**src/hdl/wb_consts.svh**
```systemverilog
`ifndef WB_CONSTS_SVH
`define WB_CONSTS_SVH

// architectural widths.
`define WB_XLEN       32
`define WB_REG_ADDR_W 5
`define WB_CSR_ADDR_W 12

// machine-mode CSR addresses.
`define WB_CSR_MSTATUS 12'h300
`define WB_CSR_MTVEC   12'h305
`define WB_CSR_MEPC    12'h341
`define WB_CSR_MCAUSE  12'h342

// mstatus bit positions.
`define WB_MSTATUS_MIE  3
`define WB_MSTATUS_MPIE 7

`define WB_CAUSE_ECALL_M 11 // environment call from M-mode.

`endif

```
**src/hdl/rv_arch_pkg.sv**
```systemverilog
`include "wb_consts.svh"

package rv_arch_pkg;

    // one data word, as held by a GPR or a CSR.
    typedef logic [`WB_XLEN-1:0] word_t;

    typedef logic [`WB_REG_ADDR_W-1:0] reg_idx_t; // x0 to x31.

    typedef logic [`WB_CSR_ADDR_W-1:0] csr_addr_t;

endpackage

```
**src/hdl/wb_ctrl_pkg.sv**
```systemverilog
package wb_ctrl_pkg;

    // kind of instruction retiring in write-back.
    // only csrrw writes a CSR, the other two are the trap entry and return.
    typedef enum logic [1:0] {
        OP_NONE  = 2'd0,
        OP_CSRW  = 2'd1,
        OP_ECALL = 2'd2,
        OP_MRET  = 2'd3
    } commit_op_e;

endpackage

```
**src/hdl/wb_ifs.sv**
```systemverilog
`timescale 1ns/1ps

// one retiring instruction, already turned into register-file write requests.
interface commit_if;
    logic                    valid;
    wb_ctrl_pkg::commit_op_e op;
    rv_arch_pkg::word_t      pc;

    logic                    rd_wen;
    rv_arch_pkg::reg_idx_t   rd;
    rv_arch_pkg::word_t      rd_data;

    logic                    csr_wen;
    rv_arch_pkg::csr_addr_t  csr_waddr1; // port 1 wins over port 2.
    rv_arch_pkg::word_t      csr_wdata1;
    rv_arch_pkg::csr_addr_t  csr_waddr2;
    rv_arch_pkg::word_t      csr_wdata2;
    rv_arch_pkg::csr_addr_t  csr_waddr3; // only ever hits mstatus.
    rv_arch_pkg::word_t      csr_wdata3;

    modport src (
        output valid, op, pc,
        output rd_wen, rd, rd_data,
        output csr_wen,
        output csr_waddr1, csr_wdata1,
        output csr_waddr2, csr_wdata2,
        output csr_waddr3, csr_wdata3
    );

    modport dst (
        input valid, op, pc,
        input rd_wen, rd, rd_data,
        input csr_wen,
        input csr_waddr1, csr_wdata1,
        input csr_waddr2, csr_wdata2,
        input csr_waddr3, csr_wdata3
    );
endinterface

// live CSR values needed outside the register file.
interface csr_view_if;
    rv_arch_pkg::word_t mstatus;
    rv_arch_pkg::word_t mtvec;
    rv_arch_pkg::word_t mepc;

    modport src (output mstatus, mtvec, mepc);
    modport dst (input mstatus, mtvec, mepc);
endinterface

```
**src/hdl/reg_csr_file.sv**
```systemverilog
`timescale 1ns/1ps
`include "wb_consts.svh"

module reg_csr_file (
    input  logic                   clk,
    input  logic                   rst,
    input  rv_arch_pkg::reg_idx_t  raddr1,
    input  rv_arch_pkg::reg_idx_t  raddr2,
    input  rv_arch_pkg::csr_addr_t csr_raddr,
    output rv_arch_pkg::word_t     rdata1,
    output rv_arch_pkg::word_t     rdata2,
    output rv_arch_pkg::word_t     csr_rdata,
    commit_if.dst                  commit,
    csr_view_if.src                csr
);

    // CSRs written through ports 1 and 2, in the order mtvec, mepc, mcause.
    localparam rv_arch_pkg::csr_addr_t PORT12_ADDR [3] = '{
        `WB_CSR_MTVEC, `WB_CSR_MEPC, `WB_CSR_MCAUSE
    };

    rv_arch_pkg::word_t rf [32];
    rv_arch_pkg::word_t mstatus;
    rv_arch_pkg::word_t csr12 [3];
    rv_arch_pkg::word_t mtvec;
    rv_arch_pkg::word_t mepc;
    rv_arch_pkg::word_t mcause;

    logic gpr_we;
    logic csr_we;
    logic is_mstatus_r;
    logic is_mtvec_r;
    logic is_mepc_r;
    logic is_mcause_r;

    assign gpr_we = commit.valid && commit.rd_wen && (commit.rd != '0); // x0 drops writes.
    assign csr_we = commit.valid && commit.csr_wen;

    always_ff @(posedge clk) begin
        if (gpr_we) begin
            rf[commit.rd] <= commit.rd_data;
        end
    end

    assign rdata1 = (raddr1 == '0) ? '0 : rf[raddr1];
    assign rdata2 = (raddr2 == '0) ? '0 : rf[raddr2];

    always_ff @(posedge clk) begin
        if (rst) begin
            mstatus <= '0;
        end else if (csr_we && commit.csr_waddr3 == `WB_CSR_MSTATUS) begin
            mstatus <= commit.csr_wdata3;
        end
    end

    for (genvar i = 0; i < 3; i++) begin : g_csr12
        always_ff @(posedge clk) begin
            if (rst) begin
                csr12[i] <= '0;
            end else if (csr_we) begin
                if (commit.csr_waddr1 == PORT12_ADDR[i]) begin
                    csr12[i] <= commit.csr_wdata1;
                end else if (commit.csr_waddr2 == PORT12_ADDR[i]) begin
                    csr12[i] <= commit.csr_wdata2;
                end
            end
        end
    end

    assign mtvec  = csr12[0];
    assign mepc   = csr12[1];
    assign mcause = csr12[2];

    assign csr.mstatus = mstatus;
    assign csr.mtvec   = mtvec;
    assign csr.mepc    = mepc;

    // one-hot select, so an unknown address falls through to zero.
    assign is_mstatus_r = (csr_raddr == `WB_CSR_MSTATUS);
    assign is_mtvec_r   = (csr_raddr == `WB_CSR_MTVEC);
    assign is_mepc_r    = (csr_raddr == `WB_CSR_MEPC);
    assign is_mcause_r  = (csr_raddr == `WB_CSR_MCAUSE);

    assign csr_rdata = ({`WB_XLEN{is_mstatus_r}} & mstatus) |
                       ({`WB_XLEN{is_mtvec_r}}   & mtvec)   |
                       ({`WB_XLEN{is_mepc_r}}    & mepc)    |
                       ({`WB_XLEN{is_mcause_r}}  & mcause);

endmodule

```
**src/hdl/trap_redirect.sv**
```systemverilog
`timescale 1ns/1ps

module trap_redirect (
    input  logic               clk,
    input  logic               rst,
    output logic               next_inst,
    output logic               redirect_valid,
    output rv_arch_pkg::word_t redirect_pc,
    commit_if.dst              commit,
    csr_view_if.dst            csr
);

    logic is_ecall;
    logic is_mret;

    assign is_ecall = commit.valid && (commit.op == wb_ctrl_pkg::OP_ECALL);
    assign is_mret  = commit.valid && (commit.op == wb_ctrl_pkg::OP_MRET);

    always_ff @(posedge clk) begin
        if (rst) begin
            next_inst      <= 1'b0;
            redirect_valid <= 1'b0;
        end else begin
            next_inst      <= commit.valid; // one pulse per retired instruction.
            redirect_valid <= is_ecall || is_mret;
        end
    end

    // mtvec and mepc are sampled at the same edge that the trap writes land,
    // so the target is the value from before this instruction.
    always_ff @(posedge clk) begin
        if (is_ecall) begin
            redirect_pc <= csr.mtvec;
        end else if (is_mret) begin
            redirect_pc <= csr.mepc;
        end
    end

endmodule

```
**src/hdl/wb_commit_decode.sv**
```systemverilog
`timescale 1ns/1ps
`include "wb_consts.svh"

module wb_commit_decode (
    input  logic                    clk,
    input  logic                    rst,
    input  logic                    ex_valid,
    input  rv_arch_pkg::word_t      ex_pc,
    input  logic                    ex_rd_wen,
    input  rv_arch_pkg::reg_idx_t   ex_rd,
    input  rv_arch_pkg::word_t      ex_result,
    input  wb_ctrl_pkg::commit_op_e ex_op,
    input  rv_arch_pkg::csr_addr_t  ex_csr_addr,
    input  rv_arch_pkg::word_t      ex_csr_wdata,
    output logic                    wb_ready,
    commit_if.src                   commit,
    csr_view_if.dst                 csr
);

    rv_arch_pkg::csr_addr_t csr_addr_q;
    rv_arch_pkg::word_t     csr_wdata_q;
    rv_arch_pkg::word_t     mstatus_ecall;
    rv_arch_pkg::word_t     mstatus_mret;

    always_ff @(posedge clk) begin
        if (rst) begin
            wb_ready     <= 1'b0;
            commit.valid <= 1'b0;
        end else begin
            wb_ready     <= 1'b1; // rises on the first edge out of reset.
            commit.valid <= ex_valid;
        end
    end

    // the packet itself is only taken when execute presents one.
    always_ff @(posedge clk) begin
        if (ex_valid) begin
            commit.op      <= ex_op;
            commit.pc      <= ex_pc;
            commit.rd_wen  <= ex_rd_wen;
            commit.rd      <= ex_rd;
            commit.rd_data <= ex_result;
            csr_addr_q     <= ex_csr_addr;
            csr_wdata_q    <= ex_csr_wdata;
        end
    end

    // trap entry stacks MIE into MPIE, trap return restores it.
    always_comb begin
        mstatus_ecall = csr.mstatus;
        mstatus_ecall[`WB_MSTATUS_MPIE] = csr.mstatus[`WB_MSTATUS_MIE];
        mstatus_ecall[`WB_MSTATUS_MIE]  = 1'b0;

        mstatus_mret = csr.mstatus;
        mstatus_mret[`WB_MSTATUS_MIE]  = csr.mstatus[`WB_MSTATUS_MPIE];
        mstatus_mret[`WB_MSTATUS_MPIE] = 1'b1;
    end

    assign commit.csr_wen = (commit.op != wb_ctrl_pkg::OP_NONE);

    always_comb begin
        commit.csr_waddr1 = '0; // address 0 matches no CSR, so the port is idle.
        commit.csr_wdata1 = '0;
        commit.csr_waddr2 = '0;
        commit.csr_wdata2 = '0;
        commit.csr_waddr3 = '0;
        commit.csr_wdata3 = '0;
        case (commit.op)
            wb_ctrl_pkg::OP_CSRW: begin
                if (csr_addr_q == `WB_CSR_MSTATUS) begin
                    commit.csr_waddr3 = csr_addr_q;
                    commit.csr_wdata3 = csr_wdata_q;
                end else begin
                    commit.csr_waddr1 = csr_addr_q;
                    commit.csr_wdata1 = csr_wdata_q;
                end
            end
            wb_ctrl_pkg::OP_ECALL: begin
                commit.csr_waddr1 = `WB_CSR_MEPC;
                commit.csr_wdata1 = commit.pc;
                commit.csr_waddr2 = `WB_CSR_MCAUSE;
                commit.csr_wdata2 = rv_arch_pkg::word_t'(`WB_CAUSE_ECALL_M);
                commit.csr_waddr3 = `WB_CSR_MSTATUS;
                commit.csr_wdata3 = mstatus_ecall;
            end
            wb_ctrl_pkg::OP_MRET: begin
                commit.csr_waddr3 = `WB_CSR_MSTATUS;
                commit.csr_wdata3 = mstatus_mret;
            end
            default: ;
        endcase
    end

endmodule

```
**src/hdl/wb_stage_top.sv**
```systemverilog
`timescale 1ns/1ps

module wb_stage_top (
    input  logic                    clk,
    input  logic                    rst,

    input  logic                    ex_valid,
    input  rv_arch_pkg::word_t      ex_pc,
    input  logic                    ex_rd_wen,
    input  rv_arch_pkg::reg_idx_t   ex_rd,
    input  rv_arch_pkg::word_t      ex_result,
    input  wb_ctrl_pkg::commit_op_e ex_op,
    input  rv_arch_pkg::csr_addr_t  ex_csr_addr,
    input  rv_arch_pkg::word_t      ex_csr_wdata,

    input  rv_arch_pkg::reg_idx_t   raddr1,
    input  rv_arch_pkg::reg_idx_t   raddr2,
    input  rv_arch_pkg::csr_addr_t  csr_raddr,
    output rv_arch_pkg::word_t      rdata1,
    output rv_arch_pkg::word_t      rdata2,
    output rv_arch_pkg::word_t      csr_rdata,

    output logic                    wb_ready,
    output logic                    next_inst,
    output logic                    redirect_valid,
    output rv_arch_pkg::word_t      redirect_pc
);

    commit_if   i_commit ();
    csr_view_if i_csr_view ();

    wb_commit_decode i_decode (
        .clk          (clk),
        .rst          (rst),
        .ex_valid     (ex_valid),
        .ex_pc        (ex_pc),
        .ex_rd_wen    (ex_rd_wen),
        .ex_rd        (ex_rd),
        .ex_result    (ex_result),
        .ex_op        (ex_op),
        .ex_csr_addr  (ex_csr_addr),
        .ex_csr_wdata (ex_csr_wdata),
        .wb_ready     (wb_ready),
        .commit       (i_commit.src),
        .csr          (i_csr_view.dst)
    );

    reg_csr_file i_reg_csr_file (
        .clk       (clk),
        .rst       (rst),
        .raddr1    (raddr1),
        .raddr2    (raddr2),
        .csr_raddr (csr_raddr),
        .rdata1    (rdata1),
        .rdata2    (rdata2),
        .csr_rdata (csr_rdata),
        .commit    (i_commit.dst),
        .csr       (i_csr_view.src)
    );

    trap_redirect i_redirect (
        .clk            (clk),
        .rst            (rst),
        .next_inst      (next_inst),
        .redirect_valid (redirect_valid),
        .redirect_pc    (redirect_pc),
        .commit         (i_commit.dst),
        .csr            (i_csr_view.dst)
    );

endmodule

```
**config.mk**
```make
export PLATFORM = sky130hd
export DESIGN_NAME = wb_stage_top
export DESIGN_NICKNAME = d
export VERILOG_FILES = /design/src/hdl/rv_arch_pkg.sv /design/src/hdl/wb_ctrl_pkg.sv /design/src/hdl/wb_ifs.sv /design/src/hdl/reg_csr_file.sv /design/src/hdl/trap_redirect.sv /design/src/hdl/wb_commit_decode.sv /design/src/hdl/wb_stage_top.sv
export VERILOG_INCLUDE_DIRS = /design/src /design/src/hdl
export SDC_FILE = /design/constraint.sdc
export NUM_CORES = 1
export LEC_CHECK = 0
export CORE_MARGIN = 2
export CORE_UTILIZATION = 24
export CTS_BUF_LIST = sky130_fd_sc_hd__clkbuf_4 sky130_fd_sc_hd__clkbuf_8
export DETAILED_ROUTE_END_ITERATION = 16
export DONT_BUFFER_PORTS = 1
export PLACE_DENSITY = 0.41
export SYNTH_ARGS = -nofsm -noshare
export SYNTH_HDL_FRONTEND = slang
export SYNTH_SLANG_ARGS = --single-unit
```
**constraint.sdc**
```tcl
create_clock -name clk -period 9.3 [get_ports clk]
set_input_delay 1.86 -clock clk [delete_from_list [all_inputs] [get_ports clk]]
set_output_delay 1.86 -clock clk [all_outputs]
set_load 0.1 [all_outputs]
```
# Yosys cells after proc, flatten, opt, wreduce, memory -nomap -nowiden
# Memories as Yosys holds them, arrays and structs flattened.
# Index checks and enable logic that the tools add are counted.
[word_totals] register_bits=184 ramBits=1120 input_bits=141 output_inout_bits=131 mem_count=2
[mem_list] memory="i_reg_csr_file.rf" words=32 width=32 rd=2 rd_ports_with_merged_regs=0 write_ports=1 line="reg_csr_file.sv:22" rtl="rv_arch_pkg::word_t rf [32];"
[mem_list] memory="i_reg_csr_file.csr12" words=3 width=32 rd=3 rd_ports_with_merged_regs=0 write_ports=3 line="reg_csr_file.sv:24" rtl="rv_arch_pkg::word_t csr12 [3];"
[classes] n_eq_ne=15 n_mux=52 bitwise_logic=15 reduce_logical=14
[op_table] cell="two-way mux 32 bit" count=12
[op_table] cell="AND 32 bit" count=4
[op_table] cell="== test 12 x 10 -> 1 bit (second input constant)" count=9
[op_table] cell="OR 32 bit" count=3
[op_table] cell="one-hot mux 32 bit (3 select lines)" count=1
[op_table] cell="one-hot mux 32 bit (2 select lines)" count=1
[op_table] cell="one-hot mux 12 bit (2 select lines)" count=2
[op_table] cell="two-way mux 1 bit" count=32
[op_table] cell="== test 10 bit (second input constant)" count=3
[op_table] cell="two-way mux 12 bit" count=2
[op_table] cell="zero test 5 bit" count=2
[op_table] cell="two-way mux 10 bit" count=1
[op_table] cell="logical AND 1 bit" count=6
[op_table] cell="OR 1 bit" count=6
[op_table] cell="nonzero test 5 bit" count=1
[op_table] cell="== test 2 bit (second input constant)" count=2
[op_table] cell="two-way mux 4 bit" count=1
[op_table] cell="nonzero test 2 bit" count=2
[op_table] cell="AND reduction 3 bit" count=1
[op_table] cell="== test 2 x 1 -> 1 bit (second input constant)" count=1
[op_table] cell="NOT 1 bit" count=2
[op_table] cell="OR reduction 2 bit" count=1
[op_table] cell="logical OR 1 bit" count=1

# Longest topological paths before layout
[depth] word_depth=10 ltp_mapped=9 ltp_nobuf=6

# By module
# A second synthesis with hierarchy kept.
[unflattened] hier_cells=3519 hier_area_um2=60737.0
[modules_own_cells] mod="reg_csr_file" n_inst=1 cells_per_inst=3020 area_each_um2=53981.8 seq_area_each_um2=34272.9
[modules_own_cells] mod="wb_commit_decode" n_inst=1 cells_per_inst=426 area_each_um2=5208.7 seq_area_each_um2=3523.4
[modules_own_cells] mod="trap_redirect" n_inst=1 cells_per_inst=73 area_each_um2=1546.5 seq_area_each_um2=1001.0

# Worst setup path before layout
# OpenSTA, ideal clock, no wires.
[synth_path] path_type="input -> output" from="input port raddr2[1]" to="output port rdata2[10]" t_arrival_ps=7572 setup_slack_ps=-132 path_stages=9 n_path_buf=5 cell_sequence="buf_6 > buf_12 > buf_12 > buf_12 > buf_8 > mux2i_1 > a22oi_1 > a221oi_1 > a2111oi_0"
[synth_between] elab_chain_cells=2
[synth_rtl] element="from (decl)" line="wb_stage_top.sv:17" rtl="input rv_arch_pkg::reg_idx_t raddr2,"
[synth_rtl] element="memory read (32 x 32 bit) or zero test 5 bit (tied branches)"
[synth_rtl] element="two-way mux 32 bit *" line="reg_csr_file.sv:46" rtl="assign rdata2 = (raddr2 == '0) ? '0 : rf[raddr2];"
[synth_rtl] element="to (decl)" line="wb_stage_top.sv:20" rtl="output rv_arch_pkg::word_t rdata2,"
# Mark *: on every way between the ends. The rest lies on a longest branch, timed or not.

# Worst setup path in the final report
[layout_path] from="input port csr_raddr[10]" to="output port csr_rdata[3]"
[layout_between] elab_chain_cells=5
[layout_rtl] element="from (decl)" line="wb_stage_top.sv:18" rtl="input rv_arch_pkg::csr_addr_t csr_raddr,"
[layout_rtl] element="== test 12 x 10 -> 1 bit (no source line)"
[layout_rtl] element="AND 32 bit, on equally long branches" line="reg_csr_file.sv:84, reg_csr_file.sv:85"
[layout_rtl] element="OR 32 bit (2 in series)" line="reg_csr_file.sv:84" rtl="assign csr_rdata = ({`WB_XLEN{is_mstatus_r}} & mstatus) |"
[layout_rtl] element="OR 32 bit *" line="reg_csr_file.sv:84"
[layout_rtl] element="to (decl)" line="wb_stage_top.sv:21" rtl="output rv_arch_pkg::word_t csr_rdata,"
# Marks and branches as above.

==> flow_metrics.env <==
export IMPL_run_status="finished, final reports clean"
export IMPL_p_seq_share_pct=50.3
export IMPL_max_vdd_ir_drop_mv=0.1518
export IMPL_worst_r2r_setup_slack_ns=5.70
export IMPL_io_pins=272
export IMPL_dpl_cell_area_um2=64600
export IMPL_clock_skew_ns=0.07664
export IMPL_maxSlewViolCount=0
export IMPL_rr_worst_depth=3
export IMPL_post_synth_top_area_cell="sky130_fd_sc_hd__edfxtp_1"
export IMPL_clock_tree_root_cell="sky130_fd_sc_hd__clkbuf_8"
export IMPL_pwrdens_nw_per_um2=193.3
export IMPL_drtPass1Iterations=5
export IMPL_h_tree_depth=4
export IMPL_path_clk_slew_ns=0.06
export IMPL_start_kind="primary input"
export IMPL_power_switching_share_pct=25.24
export IMPL_design_core_area_um2=243200
export IMPL_first_global_vias=34270
export IMPL_post_drt_via_cell_ratio=4.900
export IMPL_post_route_drc_count=0
export IMPL_netlist_area_leader_share_pct=64.90
export IMPL_grt_max_degree=302
export IMPL_timing_hold_worst_start="i_reg_csr_file.csr.mstatus[26]"
export IMPL_drt_wl_total_um=201600
export IMPL_synth_area_um2=58670
export IMPL_tritoncts="yes"
export IMPL_internal_pwr_total_mw=10.00
export IMPL_totalPowerFinal_mw=13.38
export IMPL_setup_viol_count_final=0
export IMPL_clock_sinks=1304
export IMPL_num_nets_final=3426
export IMPL_fin_area_um2=69220
export IMPL_post_synth_top_cells="sky130_fd_sc_hd__edfxtp_1 (1268), sky130_fd_sc_hd__mux4_2 (429), sky130_fd_sc_hd__mux2i_1 (258)"
export IMPL_synth_most_common_cell="sky130_fd_sc_hd__edfxtp_1"
export IMPL_hold_buffers=0
export IMPL_seq_area_frac_synth_pct=66.13
export IMPL_max_cap_viol_count=0
export IMPL_globalRouteTotalUtil_pct=15.90
export IMPL_total_leakage_power_nw=21.95
export IMPL_worstHoldEndpoint="i_reg_csr_file.csr.mstatus[26]"
export IMPL_grt_antenna_before_repair=53
export IMPL_cp_slowest_stage_delay_ns=0.95
export IMPL_tns_ns=0
export IMPL_switching_power_mw=3.377
export IMPL_post_drt_wl_per_cell_um=30.14
export IMPL_initial_utilization_pct=24.12
export IMPL_yosys_top_cells_area="sky130_fd_sc_hd__edfxtp_1 (65%), sky130_fd_sc_hd__mux4_2 (16%), sky130_fd_sc_hd__mux2i_1 (4.4%), sky130_fd_sc_hd__a22oi_1 (2.1%), sky130_fd_sc_hd__mux2_2 (1.3%)"
export IMPL_min_period_over_period_pct=70.35
export IMPL_hold_viol=0
export IMPL_ys_ff_latch=1304
export IMPL_worst_endpoint_arrival_ns=4.68
export IMPL_fill_cells=24150
export IMPL_drt_iter0_drc=2626
export IMPL_chipHeight_um=498.4
export IMPL_routabilityCongestion=0.7953
export IMPL_die_area_um2=248400
export IMPL_p_r_area_growth_vs_syn_pct=17.98
export IMPL_reg2reg_from="i_decode.commit.valid"
export IMPL_grt_pass1_wl_um=278900
export IMPL_regToRegEndpoint="i_reg_csr_file.rf[11][23]"
export IMPL_ys_async_sr_fraction_pct=0
export IMPL_syn_avg_cell_area_um2=18.92
export IMPL_crit_required_ns=7.44
export IMPL_timing_critical_path_slowest_stage_cell="sky130_fd_sc_hd__nor4_4"
export IMPL_ys_dominant_reg_cell="sky130_fd_sc_hd__edfxtp_1"
export IMPL_worst_hold_path_type="reg2reg"
export IMPL_finalNonFillerCells=6691
export IMPL_worst_pin_slew_ns=1.400
export IMPL_yosys_cell_types_count=57
export IMPL_share_comb_of_total_power_pct=9.5
export IMPL_synthCells=3101
export IMPL_number_of_instances_resized_during_post_cts_repair=0
export IMPL_die_width_um=498.4
export IMPL_drive_gt1_share_pct=33.35
export IMPL_route_vias_total=32780
export IMPL_critPathKind="in2out"
export IMPL_clkLatencyLatePin_ns=0.97
export IMPL_drt_antenna_violating_nets=0
export IMPL_post_cts_buffers=0
export IMPL_portBuffers=0
export IMPL_final_min_clock_period_ns=6.543
export IMPL_path_cells="nand4bb_1 -> nor4_4 -> buf_4 -> a22oi_1 -> nand2_1"
export IMPL_hold_worst_slack_ns=0.4790
export IMPL_worst_hold_path_num_cells=1
export IMPL_synth_edff_count=1268
export IMPL_place_hpwl_um=111100
export IMPL_tritoncts_num_buffers=231
export IMPL_dp_cells=6250
export IMPL_fmaxAchievable_mhz=152.8
export IMPL_worst_path_max_fanout=21
export IMPL_yosysWarnings=0
export IMPL_gr_total_overflow=0
export IMPL_ctsLongestPathBuffers=3
export IMPL_timing_critical_path_to_type="output port"
export IMPL_floorplan_rows=181
export IMPL_timing_max_slew_rel_slack_pct=6.483
export IMPL_grt_setup_unrepaired="no"
export IMPL_share_clk_of_total_power_pct=40.2
## flip-flops by register name, summed over array words and instances (netlist names)
register                    flops
i_reg_csr_file.rf            1024
i_reg_csr_file.csr12           96
i_decode.commit.pc             32
i_decode.commit.rd_data        32
i_decode.csr_wdata_q           32
i_redirect.redirect_pc         32
i_reg_csr_file.csr.mstatus     32
i_decode.csr_addr_q            12
i_decode.commit.rd              5
i_decode.commit.op              2
i_decode.commit.rd_wen          1
i_decode.commit.valid           1
i_decode.wb_ready               1
i_redirect.next_inst            1
i_redirect.redirect_valid       1
## per-stage QoR
step / setup slack (ns) / util [%]
after floorplan: 1.187 / -
after global placement: 2.747 / 26.55
after detailed placement: 2.722 / 26.56
after CTS: 2.710 / 28.45
after global routing: 2.640 / 28.45
final: 2.757 / 28.46
## power by group through the flow
stage | sequential (mW) | combinational, mW | clock, mW
6_report | 6.73 | 1.27 | 5.38
5_1_grt | 6.75 | 1.31 | 5.80
4_1_cts | 6.73 | 1.28 | 5.57
3_5_place_dp | 6.85 | 1.28 | 0
3_3_place_gp | 6.85 | 1.28 | 0
2_1_floorplan | 6.81 | 0.865 | 0
## per-layer routing
layer,GRT usage [%],part of all wire [%],vias up
li1,-,-,13630
met1,20.29,42,17600
met2,26.30,48,1133
met3,4.508,7.4,356
met4,4.405,2.6,64
met5,0,0.21,-
## cell usage in the layout, fill, tap and decap left out, drive strengths merged, types with 5 or more instances in the layout
| cell type | synthesis | layout |
|---|---|---|
| nor2 | 143 | 143 |
| conb | 1 | 32 |
| and2 | 35 | 35 |
| a2111oi | 64 | 64 |
| nand2 | 52 | 52 |
| o21ai | 7 | 7 |
| a221o | 23 | 23 |
| mux2 | 66 | 66 |
| or2 | 33 | 33 |
| clkinv | 0 | 102 |
| a21oi | 57 | 57 |
| a221oi | 22 | 22 |
| nor4 | 9 | 9 |
| nor3 | 8 | 8 |
| nand3 | 5 | 5 |
| mux4 | 430 | 430 |
| a22oi | 167 | 167 |
| buf | 153 | 149 |
| inv | 9 | 15 |
| bufinv | 0 | 7 |
| o22ai | 64 | 64 |
| a22o | 29 | 29 |
| edfxtp | 1268 | 1268 |
| or3 | 7 | 7 |
| clkbuf | 80 | 308 |
| a31oi | 33 | 33 |
| nor2b | 12 | 12 |
| diode | 0 | 14 |
| mux2i | 258 | 258 |
| dfxtp | 36 | 36 |
## worst max-delay path by stage
| stage | from | end | slack (ns) | depth (start not counted) |
|---|---|---|---|---|
| after floorplan | raddr2[1] | rdata2[1] | 1.19 | 9 |
| after global placement | raddr1[0] | rdata1[10] | 2.75 | 5 |
| after detailed placement | csr_raddr[10] | csr_rdata[3] | 2.72 | 5 |
| after CTS | csr_raddr[10] | csr_rdata[3] | 2.71 | 5 |
| after global routing | csr_raddr[10] | csr_rdata[10] | 2.64 | 5 |
| final | csr_raddr[10] | csr_rdata[3] | 2.76 | 5 |
## worst max-delay path: cells and delay by family
family          cells  cell delay (ns)
buf+inv             1             0.43
simple gates        3             2.22
compound gates      1             0.16
## area by class of cell
type / count / area, um2 / area share (%)
diodes: 14 / 35.03 / 0.05061
clock buffers: 308 / 3801 / 5.491
clock inverters: 119 / 789.5 / 1.141
inverters: 9 / 33.78 / 0.04880
multi-input cells: 1586 / 19350 / 27.95
flip-flops and latches: 1304 / 38800 / 56.05
well taps: 3202 / 4006 / 5.788
repair buffers: 149 / 2412 / 3.485
## cells by family after synthesis
group / after synthesis / share of synthesized area, %
multiplexers: 754 / 22.18
AND/OR/NAND/NOR: 325 / 2.779
AO/OA/AOI/OAI: 471 / 6.184
other: 1 / 0.006392
buffers and inverters: 242 / 2.638
adder cells (fa/ha/maj): 4 / 0.08531
flip-flops: 1304 / 66.13
No activity file was read; power rests on OpenSTA's default activity.
